===== config.mk =====
export PLATFORM = sky130hd
export DESIGN_NAME = decerr_responder_flat
export DESIGN_NICKNAME = d
export VERILOG_FILES = /design/src/logic/xbar_pkg.sv /design/src/logic/rd_chan_if.sv /design/src/logic/decerr_responder.sv /design/src/flat_wrapper.sv
export SDC_FILE = /design/constraint.sdc
export NUM_CORES = 1
export LEC_CHECK = 0
export ABC_CLOCK_PERIOD_IN_PS = 1950
export BUFFER_PORTS_ARGS = -buffer_cell sky130_fd_sc_hd__buf_4
export CORE_ASPECT_RATIO = 0.7
export CORE_UTILIZATION = 34
export CTS_CLUSTER_SIZE = 14
export DETAILED_ROUTE_END_ITERATION = 10
export HOLD_SLACK_MARGIN = 0.02
export MAX_ROUTING_LAYER = met4
export PLACE_DENSITY = 0.72
export SYNTH_ARGS = -nofsm -noshare
export SYNTH_HDL_FRONTEND = slang
export SYNTH_SLANG_ARGS = --single-unit

===== constraint.sdc =====
create_clock -name clk_i -period 1.95 [get_ports clk_i]
set_input_delay 0.4875 -clock clk_i [delete_from_list [all_inputs] [get_ports clk_i]]
set_output_delay 0.4875 -clock clk_i [all_outputs]
set_load 0.005 [all_outputs]

===== src/logic/xbar_pkg.sv =====
/*
  Shared constants and types of the read-only crossbar.
  The address map is fixed at compile time and ranges must not overlap.
  Widths here are the only source for every port in the design.
*/
package xbar_pkg;

  localparam int NUM_INIT  = 2;
  localparam int NUM_TGT   = 2;

  localparam int ADDR_W    = 16;
  localparam int DATA_W    = 32;
  localparam int LEN_W     = 4;  // Burst has len+1 beats
  localparam int ID_IN_W   = 2;

  // Bits needed for an initiator index, at least one
  localparam int INIT_IDX_W = (NUM_INIT > 1) ? $clog2(NUM_INIT) : 1;
  localparam int ID_OUT_W   = ID_IN_W + INIT_IDX_W;

  // Select holds 0..NUM_TGT, NUM_TGT is the decode error port
  localparam int SEL_W     = $clog2(NUM_TGT + 1);

  localparam int MAX_TRANS = 4;
  localparam int CNT_W     = $clog2(MAX_TRANS + 1);

  // Inclusive ranges, entry 0 is the rightmost element
  localparam logic [NUM_TGT-1:0][ADDR_W-1:0] TGT_BASE = {16'h4000, 16'h0000};
  localparam logic [NUM_TGT-1:0][ADDR_W-1:0] TGT_END  = {16'h7FFF, 16'h3FFF};

  typedef enum logic [1:0] {
    RESP_OKAY   = 2'd0,
    RESP_DECERR = 2'd3
  } resp_e;

  typedef enum logic {
    DE_IDLE,  // Waiting for an AR
    DE_BURST  // Returning error beats
  } decerr_state_e;

endpackage

===== src/logic/rd_chan_if.sv =====
/*
  One AR and R channel pair with initiator side IDs.
  Used only on the link from a demux to its decode-error responder.
*/
interface rd_chan_if import xbar_pkg::*; ();

  logic [ID_IN_W-1:0] ar_id;
  logic [ADDR_W-1:0]  ar_addr;
  logic [LEN_W-1:0]   ar_len;
  logic               ar_valid;
  logic               ar_ready;

  logic [ID_IN_W-1:0] r_id;
  logic [DATA_W-1:0]  r_data;
  resp_e              r_resp;
  logic               r_last;
  logic               r_valid;
  logic               r_ready;

  modport initiator (
    output ar_id, ar_addr, ar_len, ar_valid, r_ready,
    input  ar_ready, r_id, r_data, r_resp, r_last, r_valid
  );

  modport target (
    input  ar_id, ar_addr, ar_len, ar_valid, r_ready,
    output ar_ready, r_id, r_data, r_resp, r_last, r_valid
  );

endinterface


===== src/logic/decerr_responder.sv =====
/*
  Fake target for unmapped addresses. Serves one burst at a time and
  answers it with len+1 beats of zero data and DECERR.
*/
module decerr_responder import xbar_pkg::*; (
  input  logic      clk_i,
  input  logic      rst_n_i,
  rd_chan_if.target chan
);

  decerr_state_e      state;
  logic [ID_IN_W-1:0] id_q;
  logic [LEN_W-1:0]   len_q;
  logic [LEN_W-1:0]   beat_q;  // Index of the beat on the bus

  assign chan.ar_ready = (state == DE_IDLE);
  assign chan.r_valid  = (state == DE_BURST);
  assign chan.r_id     = id_q;
  assign chan.r_data   = '0;
  assign chan.r_resp   = RESP_DECERR;
  assign chan.r_last   = (beat_q == len_q);

  always_ff @(posedge clk_i or negedge rst_n_i) begin
    if (!rst_n_i) begin
      state  <= DE_IDLE;
      beat_q <= '0;
    end else begin
      case (state)
        DE_IDLE: begin
          if (chan.ar_valid) begin
            state  <= DE_BURST;
            beat_q <= '0;
          end
        end
        DE_BURST: begin
          if (chan.r_ready) begin
            beat_q <= beat_q + LEN_W'(1);
            if (chan.r_last) begin
              state <= DE_IDLE;  // ar_ready again next cycle
            end
          end
        end
        default: state <= DE_IDLE;
      endcase
    end
  end

  // Request fields kept for the whole burst
  always_ff @(posedge clk_i) begin
    if (chan.ar_valid && chan.ar_ready) begin
      id_q  <= chan.ar_id;
      len_q <= chan.ar_len;
    end
  end

  a_r_hold: assert property (@(posedge clk_i) disable iff (!rst_n_i)
    (chan.r_valid && !chan.r_ready) |=> (chan.r_valid && $stable(chan.r_id)))
    else $error("Error beat dropped before it was accepted");

endmodule


===== src/flat_wrapper.sv =====
// flat-port wrapper written by rule: the top's interface ports become plain ports
module decerr_responder_flat import xbar_pkg::*;
  (clk_i, rst_n_i, chan_ar_id, chan_ar_addr, chan_ar_len, chan_ar_valid, chan_r_ready, chan_ar_ready, chan_r_id, chan_r_data, chan_r_resp, chan_r_last, chan_r_valid);
  rd_chan_if chan_i ();
  input  logic clk_i;
  input  logic rst_n_i;
  input wire logic [$bits(chan_i.ar_id)-1:0] chan_ar_id;
  input wire logic [$bits(chan_i.ar_addr)-1:0] chan_ar_addr;
  input wire logic [$bits(chan_i.ar_len)-1:0] chan_ar_len;
  input wire logic [$bits(chan_i.ar_valid)-1:0] chan_ar_valid;
  input wire logic [$bits(chan_i.r_ready)-1:0] chan_r_ready;
  output wire logic [$bits(chan_i.ar_ready)-1:0] chan_ar_ready;
  output wire logic [$bits(chan_i.r_id)-1:0] chan_r_id;
  output wire logic [$bits(chan_i.r_data)-1:0] chan_r_data;
  output wire logic [$bits(chan_i.r_resp)-1:0] chan_r_resp;
  output wire logic [$bits(chan_i.r_last)-1:0] chan_r_last;
  output wire logic [$bits(chan_i.r_valid)-1:0] chan_r_valid;
  assign chan_i.ar_id = chan_ar_id;
  assign chan_i.ar_addr = chan_ar_addr;
  assign chan_i.ar_len = chan_ar_len;
  assign chan_i.ar_valid = chan_ar_valid;
  assign chan_i.r_ready = chan_r_ready;
  assign chan_ar_ready = chan_i.ar_ready;
  assign chan_r_id = chan_i.r_id;
  assign chan_r_data = chan_i.r_data;
  assign chan_r_resp = chan_i.r_resp;
  assign chan_r_last = chan_i.r_last;
  assign chan_r_valid = chan_i.r_valid;
  decerr_responder u_core (.clk_i(clk_i), .rst_n_i(rst_n_i), .chan(chan_i));
endmodule

Yosys cells after proc, flatten, opt, wreduce, memory -nomap -nowiden:

Cells that the tools add are included.

* $add $sub $neg: 1
* equal/unequal tests: 3
* mux-type cells: 7
* bitwise logic cells: 1
* reduce and logical (&&, ||, !) cells: 2

Operator list (count)
* two-way mux 4 bit: 2
* case mux 4 bit (2 select lines): 1
* adder 4 x 1 -> 4 bit (second input constant): 1
* == test 4 bit: 1
* inequality test 2 bit (second input constant): 2
* two-way mux 1 bit: 3
* case mux 1 bit (2 select lines): 1
* AND reduction 2 bit: 1
* logical AND 1 bit: 1
* NOT 1 bit: 1

* register bits: 11
* bits of input ports: 26
* output and inout bits: 39
* word-level logic and storage cells: 18

Logic depth before layout (Yosys ltp):

* depth after elaboration: 4
* depth in mapped cells: 4
* gate-level depth less buffers: 4

Worst setup path before layout:

Ideal clock, no wire load.

* path type: reg2out
* start: reg u_core.beat_q[0]
* end: out chan_r_last
* arrival time: 891 ps
* required time: 1462 ps
* setup slack: 572 ps
* stages on the path, launching flop included: 3
* path buffers: 0
* path through: dfrtp_1 -> xor2_1 -> nor4_2

* cells in the longest elaborated chain, start to end: 1

RTL lines
* from (decl): line decerr_responder.sv:14 `logic [LEN_W-1:0] beat_q;`
* from (signal assigned): line decerr_responder.sv:37 `beat_q <= beat_q + LEN_W'(1);`
* == test 4 bit: line decerr_responder.sv:21 `assign chan.r_last = (beat_q == len_q);`
* to (decl): line flat_wrapper.sv:16 `output wire logic [$bits(chan_i.r_last)-1:0] chan_r_last;`

Every way passes these cells.

Final worst setup path:

* start: reg u_core.beat_q[2]
* end: out chan_r_last

The elaborated chain is that of the path after synthesis.

==> run_results.csv <==
group,metric,value,unit
cts,cts_tree,"built",
placed_design,port-buffer-count,14,
critical_path,cp-start-kind,"flip-flop",
detailed_routing,drtAntennaViolNets,0,
floorplan,start_util,37.75,%
grt,grt_use_total,9.212,%
hold_path,hold_path_class,"in2reg",
critical_path,path_class,"reg2out",
floorplan,fp.dieH,40.79,microns
synthesis,seq_area_frac_synth,41.78,%
cts,path_clk_slew,0.07,ns
placed_design,dpl.hpwl,761.4,microns
final_layout,drive_gt1_share,21.35,%
hold_path,hold_depth,1,
cts,clock-sinks,11,
floorplan,coreArea,1936,sq um
critical_path,r2r.worst_path.cells,4,
power_and_ir_drop,power.share.clock,19.8,%
power_and_ir_drop,peakVddDrop,0.0004111,V
grt,antenna_found_initial,0,
final_layout,fin_cells,111,
grt,grt_util_met3,5.994,%
status,violations,"design-rule violations",
cts,numCtsBuffers,3,
sta,max_freq,535.8,MHz
final_layout,fin_area,772.0,sq um
sta,rsz0062_at_grt,"no",
sta,setup_tns,0,ns
critical_path,cp_max_fo,4,
power_and_ir_drop,share_comb_of_total_power,30.9,%
placed_design,dpl-instance-area,728.2,sq um
power_and_ir_drop,power,761.0,uW
critical_path,ff2ff_setup_slack,0.65,ns
critical_path,worstPathArrival,1.38,ns
placed_design,dp_cells,105,
final_layout,layout_common_cells,"34 x conb_1, 15 x buf_4, 6 x xor2_1, 6 x edfxtp_1",
sta,slew_viol_final,0,
synthesis,synth.distinct_cells,17,
critical_path,r2r-end,"u_core.chan.r_valid",
grt,grt_use_met2,15.70,%
cts,cts.path.max_buffers,2,
detailed_routing,viasPerCell,3.784,
sta,fin_crit_sh,95.72,%
synthesis,avgSynthCellArea,10.29,sq um
floorplan,ios,65,
cts,htreeDepth,1,
power_and_ir_drop,switching_share,33.63,%
grt,grt_start_max_net_pins,7,
synthesis,ys_ff_latch,11,
sta,slew_headroom,65.73,%
final_layout,layout.cells.most_common,"conb_1",
sta,worst_slew_pin_slew,0.5130,ns
grt,overflow,0,
grt,grt_pass1_vias,335,
cts,clk_latency,0.26,ns
detailed_routing,drt-initial-drc-count,4,
status,status,"complete, but fails checks",
grt,grt.busiest_layer,"met2",
final_layout,fin_nets,117,
power_and_ir_drop,powerDensity,985.7,nW/um^2
final_layout,diodes,0,
sta,period_minus_slack,1.867,ns
sta,final_hold_viol_count,0,
power_and_ir_drop,p_seq_share,49.3,%
synthesis,netlist_instances,71,
final_layout,area_growth,5.651,%
power_and_ir_drop,power.leakage,0.3786,nW
detailed_routing,dr_total_vias,420,
cts,cts_root_buf,"clkbuf_4",
floorplan,dieArea,2341,sq um
critical_path,crit_path_end_kind,"output pin",
detailed_routing,drtPass1Iterations,7,
synthesis,synth_area,730.7,sq um
sta,setup_viol,0,
hold_path,hp-start,"chan_ar_len[3]",
hold_path,holdPathEnd,"u_core.len_q[3]",
detailed_routing,drc,3,
critical_path,setup.worst_path.start,"u_core.beat_q[2]",
run,max_cap_viol_count,0,
grt,use_met1,8.637,%
grt,grt_pass1_wl,1393,microns
detailed_routing,wl,959,microns
power_and_ir_drop,power_switching,255.9,uW
detailed_routing,wl_per_cell,8.640,microns
sta,clock_skew,0.006349,ns
placed_design,gp_congestion,0.7801,
floorplan,die_w,57.41,microns
power_and_ir_drop,intPower,505.1,uW
critical_path,required,1.46,ns
floorplan,rows,13,
synthesis,synth_warnings,0,
critical_path,r2r-start,"u_core.beat_q[2]",
==> repair_timing <==
item / CTS / global route
endpoints found under the setup margin: 0 / 1
hold buffers: 1 / 0
endpoints found under the hold margin: 5 / 0
setup buffers: 0 / 1
gates resized for setup: 0 / 0
==> power groups by stage <==
| stage | clock network [mW] | logic (mW) | registers (mW) |
|---|---|---|---|
| after global placement | 0 | 0.212 | 0.379 |
| after global routing | 0.172 | 0.272 | 0.385 |
| final | 0.151 | 0.235 | 0.375 |
| after CTS | 0.157 | 0.230 | 0.375 |
| after floorplan | 0 | 0.202 | 0.366 |
| after detailed placement | 0 | 0.223 | 0.380 |
==> flip-flops by register name, summed over array words and instances, names as in the netlist <==
| signal | count |
|---|---|
| u_core.chan.r_valid | 1 |
| u_core.chan.r_id | 2 |
| u_core.len_q | 4 |
| u_core.beat_q | 4 |
==> cells in the mapped netlist <==
cell type,number,area share [%]
o21ai_0,3,2.1
nor2b_1,1,0.86
nor2_1,1,0.51
edfxtp_1,6,25
mux2i_1,1,1.4
ha_1,1,1.7
nor4_2,1,1.7
a31oi_1,1,0.86
nand4_1,1,0.86
conb_1,2,1.0
nand2_1,5,2.6
inv_1,1,0.51
buf_4,34,35
xor2_1,6,7.2
o22ai_1,1,0.86
xnor2_1,1,1.2
dfrtp_1,5,17
==> worst max-delay path by stage <==
stage             endpoint  slack [ns]  cells past startpoint
2_1_floorplan  chan_r_last        0.57                      2
3_3_place_gp   chan_r_last        0.36                      3
3_5_place_dp   chan_r_last        0.37                      3
4_1_cts        chan_r_last        0.05                      3
5_1_grt        chan_r_last        0.01                      3
6_report       chan_r_last        0.08                      3
==> through the flow <==
stage | util (%) | setup WS (ns) | hold slack [ns]
after floorplan | - | 0.5718 | 0.1919
after global placement | 37.62 | 0.3625 | 0.2917
after detailed placement | 37.62 | 0.3739 | 0.2948
after CTS | 39.50 | 0.05372 | 0.3889
after global routing | 39.88 | 0.01426 | 0.3778
final | 39.88 | 0.08348 | 0.3961
==> cells by family (layout without fill, tap and decap cells) <==
group,count (synthesis),after routing,share of synthesized area (%)
buf+inv,35,21,35.44
flops,11,11,41.78
simple gates,9,9,6.507
xor+xnor,7,7,8.391
compound gates,5,5,3.768
other cells,2,34,1.028
fa+ha+maj,1,1,1.712
mux,1,1,1.370
==> final cells by class <==
cell class                 count  area (sq um)
clock buffer                   4         26.28
fill                         207          1164
inverter                       1         3.754
multi-input combinational     57         286.5
sequential                    11         305.3
tap                           22         27.53
timing repair buffer          16         122.6
==> metal layers <==
metal	vias to the layer above	part of all wire, %
li1	196	-
met1	195	37
met2	25	52
met3	4	9.9
met4	0	1.0
met5	-	0
==> critical path, stage by stage (launching register included) <==
cell and delay, ns:
dfrtp_1 0.43, xor2_1 0.18, nor4_2 0.34, buf_4 0.17
No activity file was read; power rests on OpenSTA's default activity.
