==> config.mk <==
export PLATFORM = sky130hd
export DESIGN_NAME = rd_demux_flat
export DESIGN_NICKNAME = d
export VERILOG_FILES = /design/src/logic/xbar_pkg.sv /design/src/logic/rd_chan_if.sv /design/src/logic/rd_demux.sv /design/src/logic/addr_decoder.sv /design/src/flat_wrapper.sv
export SDC_FILE = /design/constraint.sdc
export NUM_CORES = 1
export LEC_CHECK = 0
export ABC_AREA = 0
export BUFFER_PORTS_ARGS = -buffer_cell sky130_fd_sc_hd__buf_2
export CORE_AREA = 2 2 98 100
export DETAILED_ROUTE_END_ITERATION = 10
export DIE_AREA = 0 0 100 102
export SLEW_MARGIN = 0
export SYNTH_ARGS = -nofsm -noshare
export SYNTH_HDL_FRONTEND = slang
export SYNTH_SLANG_ARGS = --single-unit
==> constraint.sdc <==
create_clock -name clk_i -period 3.4 [get_ports clk_i]
set_input_delay 0.34 -clock clk_i [delete_from_list [all_inputs] [get_ports clk_i]]
set_output_delay 0.34 -clock clk_i [all_outputs]
set_load 0.01 [all_outputs]
==> src/logic/xbar_pkg.sv <==
/*
  Shared constants and types of the read-only crossbar.
  The address map is fixed at compile time and ranges must not overlap.
  Widths here are the only source for every port in the design.
*/
package xbar_pkg;

  localparam int NUM_INIT  = 2;
  localparam int NUM_TGT   = 2;

  localparam int ADDR_W    = 16;
  localparam int DATA_W    = 32;
  localparam int LEN_W     = 4;  // Burst has len+1 beats
  localparam int ID_IN_W   = 2;

  // Bits needed for an initiator index, at least one
  localparam int INIT_IDX_W = (NUM_INIT > 1) ? $clog2(NUM_INIT) : 1;
  localparam int ID_OUT_W   = ID_IN_W + INIT_IDX_W;

  // Select holds 0..NUM_TGT, NUM_TGT is the decode error port
  localparam int SEL_W     = $clog2(NUM_TGT + 1);

  localparam int MAX_TRANS = 4;
  localparam int CNT_W     = $clog2(MAX_TRANS + 1);

  // Inclusive ranges, entry 0 is the rightmost element
  localparam logic [NUM_TGT-1:0][ADDR_W-1:0] TGT_BASE = {16'h4000, 16'h0000};
  localparam logic [NUM_TGT-1:0][ADDR_W-1:0] TGT_END  = {16'h7FFF, 16'h3FFF};

  typedef enum logic [1:0] {
    RESP_OKAY   = 2'd0,
    RESP_DECERR = 2'd3
  } resp_e;

  typedef enum logic {
    DE_IDLE,  // Waiting for an AR
    DE_BURST  // Returning error beats
  } decerr_state_e;

endpackage
==> src/logic/rd_chan_if.sv <==
/*
  One AR and R channel pair with initiator side IDs.
  Used only on the link from a demux to its decode-error responder.
*/
interface rd_chan_if import xbar_pkg::*; ();

  logic [ID_IN_W-1:0] ar_id;
  logic [ADDR_W-1:0]  ar_addr;
  logic [LEN_W-1:0]   ar_len;
  logic               ar_valid;
  logic               ar_ready;

  logic [ID_IN_W-1:0] r_id;
  logic [DATA_W-1:0]  r_data;
  resp_e              r_resp;
  logic               r_last;
  logic               r_valid;
  logic               r_ready;

  modport initiator (
    output ar_id, ar_addr, ar_len, ar_valid, r_ready,
    input  ar_ready, r_id, r_data, r_resp, r_last, r_valid
  );

  modport target (
    input  ar_id, ar_addr, ar_len, ar_valid, r_ready,
    output ar_ready, r_id, r_data, r_resp, r_last, r_valid
  );

endinterface

==> src/logic/rd_demux.sv <==
/*
  Per-initiator router. Every outstanding read of this port goes to one target,
  so R beats come back in issue order without per-ID tracking.
  An AR to another target waits until the outstanding count drains to zero.
*/
module rd_demux import xbar_pkg::*; (
  input  logic                              clk_i,
  input  logic                              rst_n_i,
  // Initiator port
  input  logic [ID_IN_W-1:0]                s_ar_id_i,
  input  logic [ADDR_W-1:0]                 s_ar_addr_i,
  input  logic [LEN_W-1:0]                  s_ar_len_i,
  input  logic                              s_ar_valid_i,
  output logic                              s_ar_ready_o,
  output logic [ID_IN_W-1:0]                s_r_id_o,
  output logic [DATA_W-1:0]                 s_r_data_o,
  output resp_e                             s_r_resp_o,
  output logic                              s_r_last_o,
  output logic                              s_r_valid_o,
  input  logic                              s_r_ready_i,
  // Target side, one slice per target
  output logic [NUM_TGT-1:0][ID_IN_W-1:0]   m_ar_id_o,
  output logic [NUM_TGT-1:0][ADDR_W-1:0]    m_ar_addr_o,
  output logic [NUM_TGT-1:0][LEN_W-1:0]     m_ar_len_o,
  output logic [NUM_TGT-1:0]                m_ar_valid_o,
  input  logic [NUM_TGT-1:0]                m_ar_ready_i,
  input  logic [NUM_TGT-1:0][ID_IN_W-1:0]   m_r_id_i,
  input  logic [NUM_TGT-1:0][DATA_W-1:0]    m_r_data_i,
  input  resp_e [NUM_TGT-1:0]               m_r_resp_i,
  input  logic [NUM_TGT-1:0]                m_r_last_i,
  input  logic [NUM_TGT-1:0]                m_r_valid_i,
  output logic [NUM_TGT-1:0]                m_r_ready_o,
  // Decode error responder
  rd_chan_if.initiator                      decerr_if
);

  logic [SEL_W-1:0] ar_sel;
  logic [SEL_W-1:0] cur_tgt;  // Target of all outstanding reads
  logic [CNT_W-1:0] cnt;
  logic             ar_stall;
  logic             sel_ready;
  logic             ar_hs;
  logic             r_done;

  addr_decoder u_dec (
    .addr_i (s_ar_addr_i),
    .sel_o  (ar_sel)
  );

  assign ar_stall = ((cnt != '0) && (ar_sel != cur_tgt)) || (cnt == CNT_W'(MAX_TRANS));

  // Payload fans out to every target, only valid is steered
  assign m_ar_id_o   = {NUM_TGT{s_ar_id_i}};
  assign m_ar_addr_o = {NUM_TGT{s_ar_addr_i}};
  assign m_ar_len_o  = {NUM_TGT{s_ar_len_i}};

  assign decerr_if.ar_id    = s_ar_id_i;
  assign decerr_if.ar_addr  = s_ar_addr_i;
  assign decerr_if.ar_len   = s_ar_len_i;
  assign decerr_if.ar_valid = s_ar_valid_i && !ar_stall && (ar_sel == SEL_W'(NUM_TGT));

  always_comb begin : ar_route
    sel_ready = decerr_if.ar_ready;
    for (int t = 0; t < NUM_TGT; t++) begin
      m_ar_valid_o[t] = s_ar_valid_i && !ar_stall && (ar_sel == SEL_W'(t));
      if (ar_sel == SEL_W'(t)) begin
        sel_ready = m_ar_ready_i[t];
      end
    end
  end

  assign s_ar_ready_o = !ar_stall && sel_ready;
  assign ar_hs        = s_ar_valid_i && s_ar_ready_o;

  // R only from the current target
  always_comb begin : r_route
    s_r_id_o          = decerr_if.r_id;
    s_r_data_o        = decerr_if.r_data;
    s_r_resp_o        = decerr_if.r_resp;
    s_r_last_o        = decerr_if.r_last;
    s_r_valid_o       = decerr_if.r_valid && (cur_tgt == SEL_W'(NUM_TGT));
    decerr_if.r_ready = s_r_ready_i && (cur_tgt == SEL_W'(NUM_TGT));
    for (int t = 0; t < NUM_TGT; t++) begin
      m_r_ready_o[t] = s_r_ready_i && (cur_tgt == SEL_W'(t));
      if (cur_tgt == SEL_W'(t)) begin
        s_r_id_o    = m_r_id_i[t];
        s_r_data_o  = m_r_data_i[t];
        s_r_resp_o  = m_r_resp_i[t];
        s_r_last_o  = m_r_last_i[t];
        s_r_valid_o = m_r_valid_i[t];
      end
    end
  end

  assign r_done = s_r_valid_o && s_r_ready_i && s_r_last_o;

  always_ff @(posedge clk_i or negedge rst_n_i) begin
    if (!rst_n_i) begin
      cnt     <= '0;
      cur_tgt <= '0;
    end else begin
      if (ar_hs) begin
        cur_tgt <= ar_sel;
      end
      if (ar_hs && !r_done) begin
        cnt <= cnt + CNT_W'(1);
      end else if (!ar_hs && r_done) begin
        cnt <= cnt - CNT_W'(1);
      end
    end
  end

  a_cnt_bound: assert property (@(posedge clk_i) disable iff (!rst_n_i)
    cnt <= CNT_W'(MAX_TRANS))
    else $error("Outstanding read count above MAX_TRANS");

endmodule

==> src/logic/addr_decoder.sv <==
/*
  Combinational lookup of an address in the fixed map.
  Gives NUM_TGT when no range matches, which routes to the error responder.
*/
module addr_decoder import xbar_pkg::*; (
  input  logic [ADDR_W-1:0] addr_i,
  output logic [SEL_W-1:0]  sel_o
);

  always_comb begin : map_lookup
    sel_o = SEL_W'(NUM_TGT);  // Decode error unless a range hits
    for (int t = 0; t < NUM_TGT; t++) begin
      if ((addr_i >= TGT_BASE[t]) && (addr_i <= TGT_END[t])) begin
        sel_o = SEL_W'(t);
      end
    end
  end

  // Map sanity, checked once at start
  initial begin : map_check
    for (int a = 0; a < NUM_TGT; a++) begin
      assert (TGT_BASE[a] <= TGT_END[a])
        else $error("Address map entry %0d has base above end", a);
      for (int b = a + 1; b < NUM_TGT; b++) begin
        assert ((TGT_END[a] < TGT_BASE[b]) || (TGT_END[b] < TGT_BASE[a]))
          else $error("Address map entries %0d and %0d overlap", a, b);
      end
    end
  end

endmodule

==> src/flat_wrapper.sv <==
// flat-port wrapper written by rule: the top's interface ports become plain ports
module rd_demux_flat import xbar_pkg::*;
  (clk_i, rst_n_i, s_ar_id_i, s_ar_addr_i, s_ar_len_i, s_ar_valid_i, s_ar_ready_o, s_r_id_o, s_r_data_o, s_r_resp_o, s_r_last_o, s_r_valid_o, s_r_ready_i, m_ar_id_o, m_ar_addr_o, m_ar_len_o, m_ar_valid_o, m_ar_ready_i, m_r_id_i, m_r_data_i, m_r_resp_i, m_r_last_i, m_r_valid_i, m_r_ready_o, decerr_if_ar_id, decerr_if_ar_addr, decerr_if_ar_len, decerr_if_ar_valid, decerr_if_r_ready, decerr_if_ar_ready, decerr_if_r_id, decerr_if_r_data, decerr_if_r_resp, decerr_if_r_last, decerr_if_r_valid);
  rd_chan_if decerr_if_i ();
  input  logic clk_i;
  input  logic rst_n_i;
  input  logic [ID_IN_W-1:0] s_ar_id_i;
  input  logic [ADDR_W-1:0] s_ar_addr_i;
  input  logic [LEN_W-1:0] s_ar_len_i;
  input  logic s_ar_valid_i;
  output logic s_ar_ready_o;
  output logic [ID_IN_W-1:0] s_r_id_o;
  output logic [DATA_W-1:0] s_r_data_o;
  output resp_e s_r_resp_o;
  output logic s_r_last_o;
  output logic s_r_valid_o;
  input  logic s_r_ready_i;
  output logic [NUM_TGT-1:0][ID_IN_W-1:0] m_ar_id_o;
  output logic [NUM_TGT-1:0][ADDR_W-1:0] m_ar_addr_o;
  output logic [NUM_TGT-1:0][LEN_W-1:0] m_ar_len_o;
  output logic [NUM_TGT-1:0] m_ar_valid_o;
  input  logic [NUM_TGT-1:0] m_ar_ready_i;
  input  logic [NUM_TGT-1:0][ID_IN_W-1:0] m_r_id_i;
  input  logic [NUM_TGT-1:0][DATA_W-1:0] m_r_data_i;
  input  resp_e [NUM_TGT-1:0] m_r_resp_i;
  input  logic [NUM_TGT-1:0] m_r_last_i;
  input  logic [NUM_TGT-1:0] m_r_valid_i;
  output logic [NUM_TGT-1:0] m_r_ready_o;
  output wire logic [$bits(decerr_if_i.ar_id)-1:0] decerr_if_ar_id;
  output wire logic [$bits(decerr_if_i.ar_addr)-1:0] decerr_if_ar_addr;
  output wire logic [$bits(decerr_if_i.ar_len)-1:0] decerr_if_ar_len;
  output wire logic [$bits(decerr_if_i.ar_valid)-1:0] decerr_if_ar_valid;
  output wire logic [$bits(decerr_if_i.r_ready)-1:0] decerr_if_r_ready;
  input wire logic [$bits(decerr_if_i.ar_ready)-1:0] decerr_if_ar_ready;
  input wire logic [$bits(decerr_if_i.r_id)-1:0] decerr_if_r_id;
  input wire logic [$bits(decerr_if_i.r_data)-1:0] decerr_if_r_data;
  input wire logic [$bits(decerr_if_i.r_resp)-1:0] decerr_if_r_resp;
  input wire logic [$bits(decerr_if_i.r_last)-1:0] decerr_if_r_last;
  input wire logic [$bits(decerr_if_i.r_valid)-1:0] decerr_if_r_valid;
  assign decerr_if_ar_id = decerr_if_i.ar_id;
  assign decerr_if_ar_addr = decerr_if_i.ar_addr;
  assign decerr_if_ar_len = decerr_if_i.ar_len;
  assign decerr_if_ar_valid = decerr_if_i.ar_valid;
  assign decerr_if_r_ready = decerr_if_i.r_ready;
  assign decerr_if_i.ar_ready = decerr_if_ar_ready;
  assign decerr_if_i.r_id = decerr_if_r_id;
  assign decerr_if_i.r_data = decerr_if_r_data;
  assign decerr_if_i.r_resp = decerr_if_r_resp;
  assign decerr_if_i.r_last = decerr_if_r_last;
  assign decerr_if_i.r_valid = decerr_if_r_valid;
  rd_demux u_core (.clk_i(clk_i), .rst_n_i(rst_n_i), .s_ar_id_i(s_ar_id_i), .s_ar_addr_i(s_ar_addr_i), .s_ar_len_i(s_ar_len_i), .s_ar_valid_i(s_ar_valid_i), .s_ar_ready_o(s_ar_ready_o), .s_r_id_o(s_r_id_o), .s_r_data_o(s_r_data_o), .s_r_resp_o(s_r_resp_o), .s_r_last_o(s_r_last_o), .s_r_valid_o(s_r_valid_o), .s_r_ready_i(s_r_ready_i), .m_ar_id_o(m_ar_id_o), .m_ar_addr_o(m_ar_addr_o), .m_ar_len_o(m_ar_len_o), .m_ar_valid_o(m_ar_valid_o), .m_ar_ready_i(m_ar_ready_i), .m_r_id_i(m_r_id_i), .m_r_data_i(m_r_data_i), .m_r_resp_i(m_r_resp_i), .m_r_last_i(m_r_last_i), .m_r_valid_i(m_r_valid_i), .m_r_ready_o(m_r_ready_o), .decerr_if(decerr_if_i));
endmodule
* Yosys cells after proc, flatten, opt, wreduce, memory -nomap -nowiden
Cells that the tools add are included.
Storage, ports and cells: input port bits 143, output and inout bits 111, word-level logic and storage cells 55, register bits 5
Cells by class: eq/ne operators 6, add/sub/neg operators 2, reductions and logical operators 25, magnitude comparators 4, multiplexer cells 16
Operators by type and width (count):
- 2-to-1 mux 32 bit | 2
- logical AND 1 bit | 17
- >= comparator 16 x 1 -> 1 bit (second input constant) | 1
- >= comparator 16 x 15 -> 1 bit (second input constant) | 1
- <= comparator 16 x 14 -> 1 bit (second input constant) | 1
- <= comparator 16 x 15 -> 1 bit (second input constant) | 1
- 2-to-1 mux 2 bit | 6
- 2-to-1 mux 1 bit | 6
- 2-to-1 mux 3 bit | 2
- equality test 2 x 1 -> 1 bit (second input constant) | 2
- equality test 2 bit (second input constant) | 2
- zero test 2 bit | 2
- adder 3 x 1 -> 3 bit (second input constant) | 1
- equality test 3 bit (second input constant) | 1
- zero test 1 bit | 3
- nonzero test 3 bit | 1
- subtractor 3 x 1 -> 3 bit (second input constant) | 1
- inequality test 2 bit | 1
- nonzero test 2 bit | 1
- logical OR 1 bit | 1

* Logic depth before layout (Yosys ltp)
word-level depth 14, gate-level depth with buffers 11, mapped depth without buffers 9

* Cells and area by module
From an unflattened synthesis, not the netlist that was laid out.
Second synthesis, totals: cells, all modules 235, area total of the unflattened synthesis 1686.6 sq um
By module, submodules not included:
- rd_demux | instances 1, area an instance 1676.6 sq um, sequential area each 125.1 sq um, cells an instance 233
- addr_decoder | instances 1, area an instance 10.0 sq um, sequential area each 0.0 sq um, cells an instance 2

* Worst setup path after synthesis
No wires, ideal clock.
path kind flip-flop to flip-flop, start point register u_core.cur_tgt[1], end point register u_core.cnt[1], buffers on the path 2, slack 1.202 ns, data arrival time 2.073 ns, period minus slack after synthesis 2.198 ns, data required time 3.275 ns, stages on the path, launching flop included 9, library setup time 0.125 ns, cell sequence dfrtp_1 -> buf_2 -> clkbuf_1 -> o21ai_0 -> nand3_1 -> ha_1 -> inv_1 -> fa_1 -> mux2_2
Between the ends: elaborated cells on any way between the ends 22, those cells by class eq/ne (3); mux (5); reduce/logical (14)
RTL lines:
- start, declared | RTL line rd_demux.sv:38 | logic [SEL_W-1:0] cur_tgt;
- start signal, assigned | RTL line rd_demux.sv:103 | cur_tgt <= ar_sel;
- zero test 2 bit | RTL line rd_demux.sv:85 | if (cur_tgt == SEL_W'(t)) begin
- 2-to-1 mux 1 bit | RTL line rd_demux.sv:85
- 2-to-1 mux 1 bit * | RTL line rd_demux.sv:85
- net s_r_last_o | RTL line flat_wrapper.sv:15 | output logic s_r_last_o;
- logical AND 1 bit * | RTL line rd_demux.sv:95 | assign r_done = s_r_valid_o && s_r_ready_i && s_r_last_o;
- zero test 1 bit | RTL line rd_demux.sv:105 | if (ar_hs && !r_done) begin
- logical AND 1 bit | RTL line rd_demux.sv:105
- 2-to-1 mux 3 bit / nonzero test 2 bit (equally long branches)
- end signal, assigned | RTL line rd_demux.sv:106 | cnt <= cnt + CNT_W'(1);
- end signal, assigned | RTL line rd_demux.sv:108 | cnt <= cnt - CNT_W'(1);
- end, declared | RTL line rd_demux.sv:39 | logic [CNT_W-1:0] cnt;
Mark *: on every way through the listed nets, which the timed path passes. The rest lies on a longest branch. A chain may end at the register's enable or synchronous reset.

* Worst setup path after layout
start point register u_core.cur_tgt[1], end point register u_core.cnt[1]
Between the ends: cells in the longest elaborated chain, start to end 9, elaborated cells on any way between the ends 22, those cells by class eq/ne (3); mux (5); reduce/logical (14)
Ends and longest elaborated chain:
- inequality test 2 bit * | RTL line rd_demux.sv:50 | assign ar_stall = ((cnt != '0) && (ar_sel != cur_tgt)) || (cnt == CNT_W'(MAX_TRANS));
- logical AND 1 bit * | RTL line rd_demux.sv:50
- logical OR 1 bit * | RTL line rd_demux.sv:50
- zero test 1 bit * | RTL line rd_demux.sv:72 | assign s_ar_ready_o = !ar_stall && sel_ready;
- logical AND 1 bit * | RTL line rd_demux.sv:72
- logical AND 1 bit * | RTL line rd_demux.sv:73 | assign ar_hs = s_ar_valid_i && s_ar_ready_o;
- net u_core.ar_hs | RTL line rd_demux.sv:42 | logic ar_hs;
- zero test 1 bit | RTL line rd_demux.sv:107 | end else if (!ar_hs && r_done) begin
- logical AND 1 bit | RTL line rd_demux.sv:107
- nonzero test 2 bit (no source line)
Marks and branches as above.

==> impl_metrics.json <==
{
  "hold_buffers": 1,
  "synth_area_per_cell_um2": 7.24,
  "grt_pass1_vias": 1626,
  "cp.required_ps": 3500,
  "internal-power_uw": 654,
  "ctsResizeCount": 0,
  "ys_warn_count": 0,
  "ys_seq_elements": 5,
  "synthFlopType": "dfrtp_1",
  "hp-class": "input pin to register",
  "p_sw_uw": 665,
  "syn_nets": 377,
  "cts_setup_buffers": 0,
  "first_pass_iters": 4,
  "clkSinkCount": 5,
  "gr-total-overflow": 0,
  "place.gp.congestion": 0.721,
  "ys_top_cells_by_area": "buf_4 (30%), mux2i_1 (23%), o21ai_0 (12%), nand2_1 (8.3%), dfrtp_1 (7.5%)",
  "initial_core_util_pct": 18.4,
  "layout-drive-gt1-share_pct": 56.3,
  "fill_cells": 988,
  "cts_tree": "built",
  "startpoint_type": "register",
  "diodes": 0,
  "hold_viol_final": 0,
  "cts_made_buffers": 3,
  "synth_area_um2": 1680,
  "post_drt_wl_per_cell_um": 10.7,
  "drc_errors": 0,
  "yosys.area.top_type_share_pct": 30.0,
  "slew_violations": 0,
  "cp.arrival_ps": 2570,
  "die_h_um": 102,
  "dieWidth_um": 100,
  "io_pins": 254,
  "core_area_um2": 9110,
  "track_usage_pct": 8.10,
  "finalClockSkew_ps": 5.27,
  "grt_pass1_wl_mm": 6.94,
  "clockBufferDepth": 2,
  "clkTransAtPathRegs_ps": 40,
  "worst_skew_pair.late_latency_ps": 220,
  "antenna_found_initial": 0,
  "power_frac_clock_pct": 8.2,
  "criticalPathCategory": "register to register",
  "num_vias": 1811,
  "wirelength_mm": 4.73,
  "switching_share_pct": 50.4,
  "crit_family": "flip-flops",
  "comb_power_share_pct": 77.1,
  "antenna_left": 0,
  "power_density_nw_per_um2": 599,
  "nets": 478,
  "grt_max_degree": 48,
  "final_common_cell": "buf_2",
  "cp.depth": 7,
  "leakage_nw": 1.18,
  "final_cell_mix": "buf_2 (173), o21ai_0 (39), mux2i_1 (38)",
  "worstMarginPinSlew_ps": 651,
  "hpwl_mm": 4.05,
  "synth_edf_count": 0,
  "area_growth_pct": 31.1,
  "cp-end-kind": "register",
  "finalCritPeriodShare_pct": 72.5,
  "drv_cap": 0,
  "fin_crit_ps": 2460,
  "max_freq_mhz": 406,
  "setup_viol": 0,
  "tns_ps": 0,
  "die_area_um2": 10200,
  "cp_max_fo": 47,
  "hold_path_depth": 3,
  "cts-root-buf": "clkbuf_8",
  "yosysUniqueCellTypes": 30,
  "synthArstFlopShare_pct": 100,
  "port_buffers": 173,
  "num_rows": 35,
  "path_buf_inv": 1,
  "rsz0062_at_grt": "no",
  "via_per_inst": 4.09,
  "htree_levels": 1,
  "synth-seq-area-share_pct": 7.45,
  "synth_cells": 232,
  "synth_top_area_cell": "buf_4",
  "worstPathCellList": "nor2_1 -> a211oi_4 -> nor2_2 -> ha_1 -> inv_1 -> fa_1 -> mux2_2",
  "status": "completed",
  "reg2reg_depth": 7,
  "crit_slowest_cell": "dfrtp_2",
  "slew_headroom_pct": 56.6,
  "dr.first_iter.drc_count": 31,
  "irDropWorstVdd_mv": 0.199,
  "p_seq_share_pct": 14.7,
  "hold_slack_ps": 449,
  "crit_path_max_incr_delay_ps": 780
}
[cells by family (layout without fill, tap and decap cells)]
kind of cell,after synthesis,in the layout,synth area share [%]
adder cells (fa/ha/maj),2,2,1.94
flip-flops,5,5,7.45
buffers and inverters,83,183,34.0
multiplexers,41,41,24.9
AND/OR/NAND/NOR,53,53,14.5
AO/OA/AOI/OAI,44,44,15.1
XOR/XNOR,4,4,2.09
[cell usage after synthesis, types with 2 or more instances]
master and number:
mux2i_1 38, buf_2 6, nand2_1 37, o21ai_0 39, inv_1 2, xor2_1 2, clkbuf_1 8, xnor2_1 2
buf_4 67, nor2_1 4, and3b_1 3, and3_1 2, dfrtp_1 5
[flip-flops by register name (all words and copies together), names as in the netlist]
signal          flops
u_core.cnt          3
u_core.cur_tgt      2
[final cells by class]
| class | instances | area (µm²) | share of cell area (%) |
|---|---|---|---|
| Multi-Input combinational cell | 144 | 983 | 44.7 |
| Sequential cell | 5 | 128 | 5.80 |
| Clock buffer | 4 | 45.0 | 2.05 |
| Inverter | 2 | 7.51 | 0.341 |
| Timing Repair Buffer | 177 | 898 | 40.8 |
| Tap cell | 111 | 139 | 6.31 |
[per-layer routing]
metal | wire [µm] | global-route usage (%) | share of wire, %
met1 | 1780 | 8.81 | 38
met3 | 475 | 1.09 | 10
met4 | 130 | 4.32 | 2.7
met5 | 0 | 0 | 0
met2 | 2340 | 15.3 | 50
[power groups by stage]
stage / Combinational [mW] / Clock [mW] / Sequential (mW)
final: 1.02 / 0.109 / 0.194
after global routing: 1.13 / 0.117 / 0.210
after CTS: 1.03 / 0.112 / 0.197
after detailed placement: 1.02 / 0 / 0.197
after global placement: 1.01 / 0 / 0.190
after floorplan: 0.808 / 0 / 0.110
[worst register-to-register path, cell delays in order, from the launching register on]
cell and delay [ps]:
dfrtp_2 780, nor2_1 160, a211oi_4 340, nor2_2 100, ha_1 230, inv_1 70
fa_1 410, mux2_2 270
[worst paths after layout]
kind / from / endpoint / slack (ps)
setup reg to reg: u_core.cur_tgt[1] / u_core.cnt[1] / 940
min in group asynchronous: rst_n_i / u_core.cnt[2] / 480
setup / recovery: u_core.cur_tgt[1] / u_core.cnt[1] / 940
hold reg to reg: u_core.cnt[2] / u_core.cnt[2] / 500
hold / removal: s_ar_valid_i / u_core.cur_tgt[0] / 450
max in group asynchronous: rst_n_i / u_core.cur_tgt[0] / 2760
[through the flow]
step / utilization [%] / cell area [µm²] / power (mW) / setup slack, ps / std cells
floorplan: - / 1680 / 0.917 / 1200 / 232
global placement: 23.6 / 2150 / 1.20 / 992 / 438
detailed placement: 23.6 / 2150 / 1.22 / 902 / 438
CTS: 24.2 / 2200 / 1.34 / 899 / 443
global route: 24.2 / 2200 / 1.45 / 706 / 443
finish: 24.2 / 2200 / 1.32 / 935 / 443
Note: power is estimated with default switching activity, not from simulation.
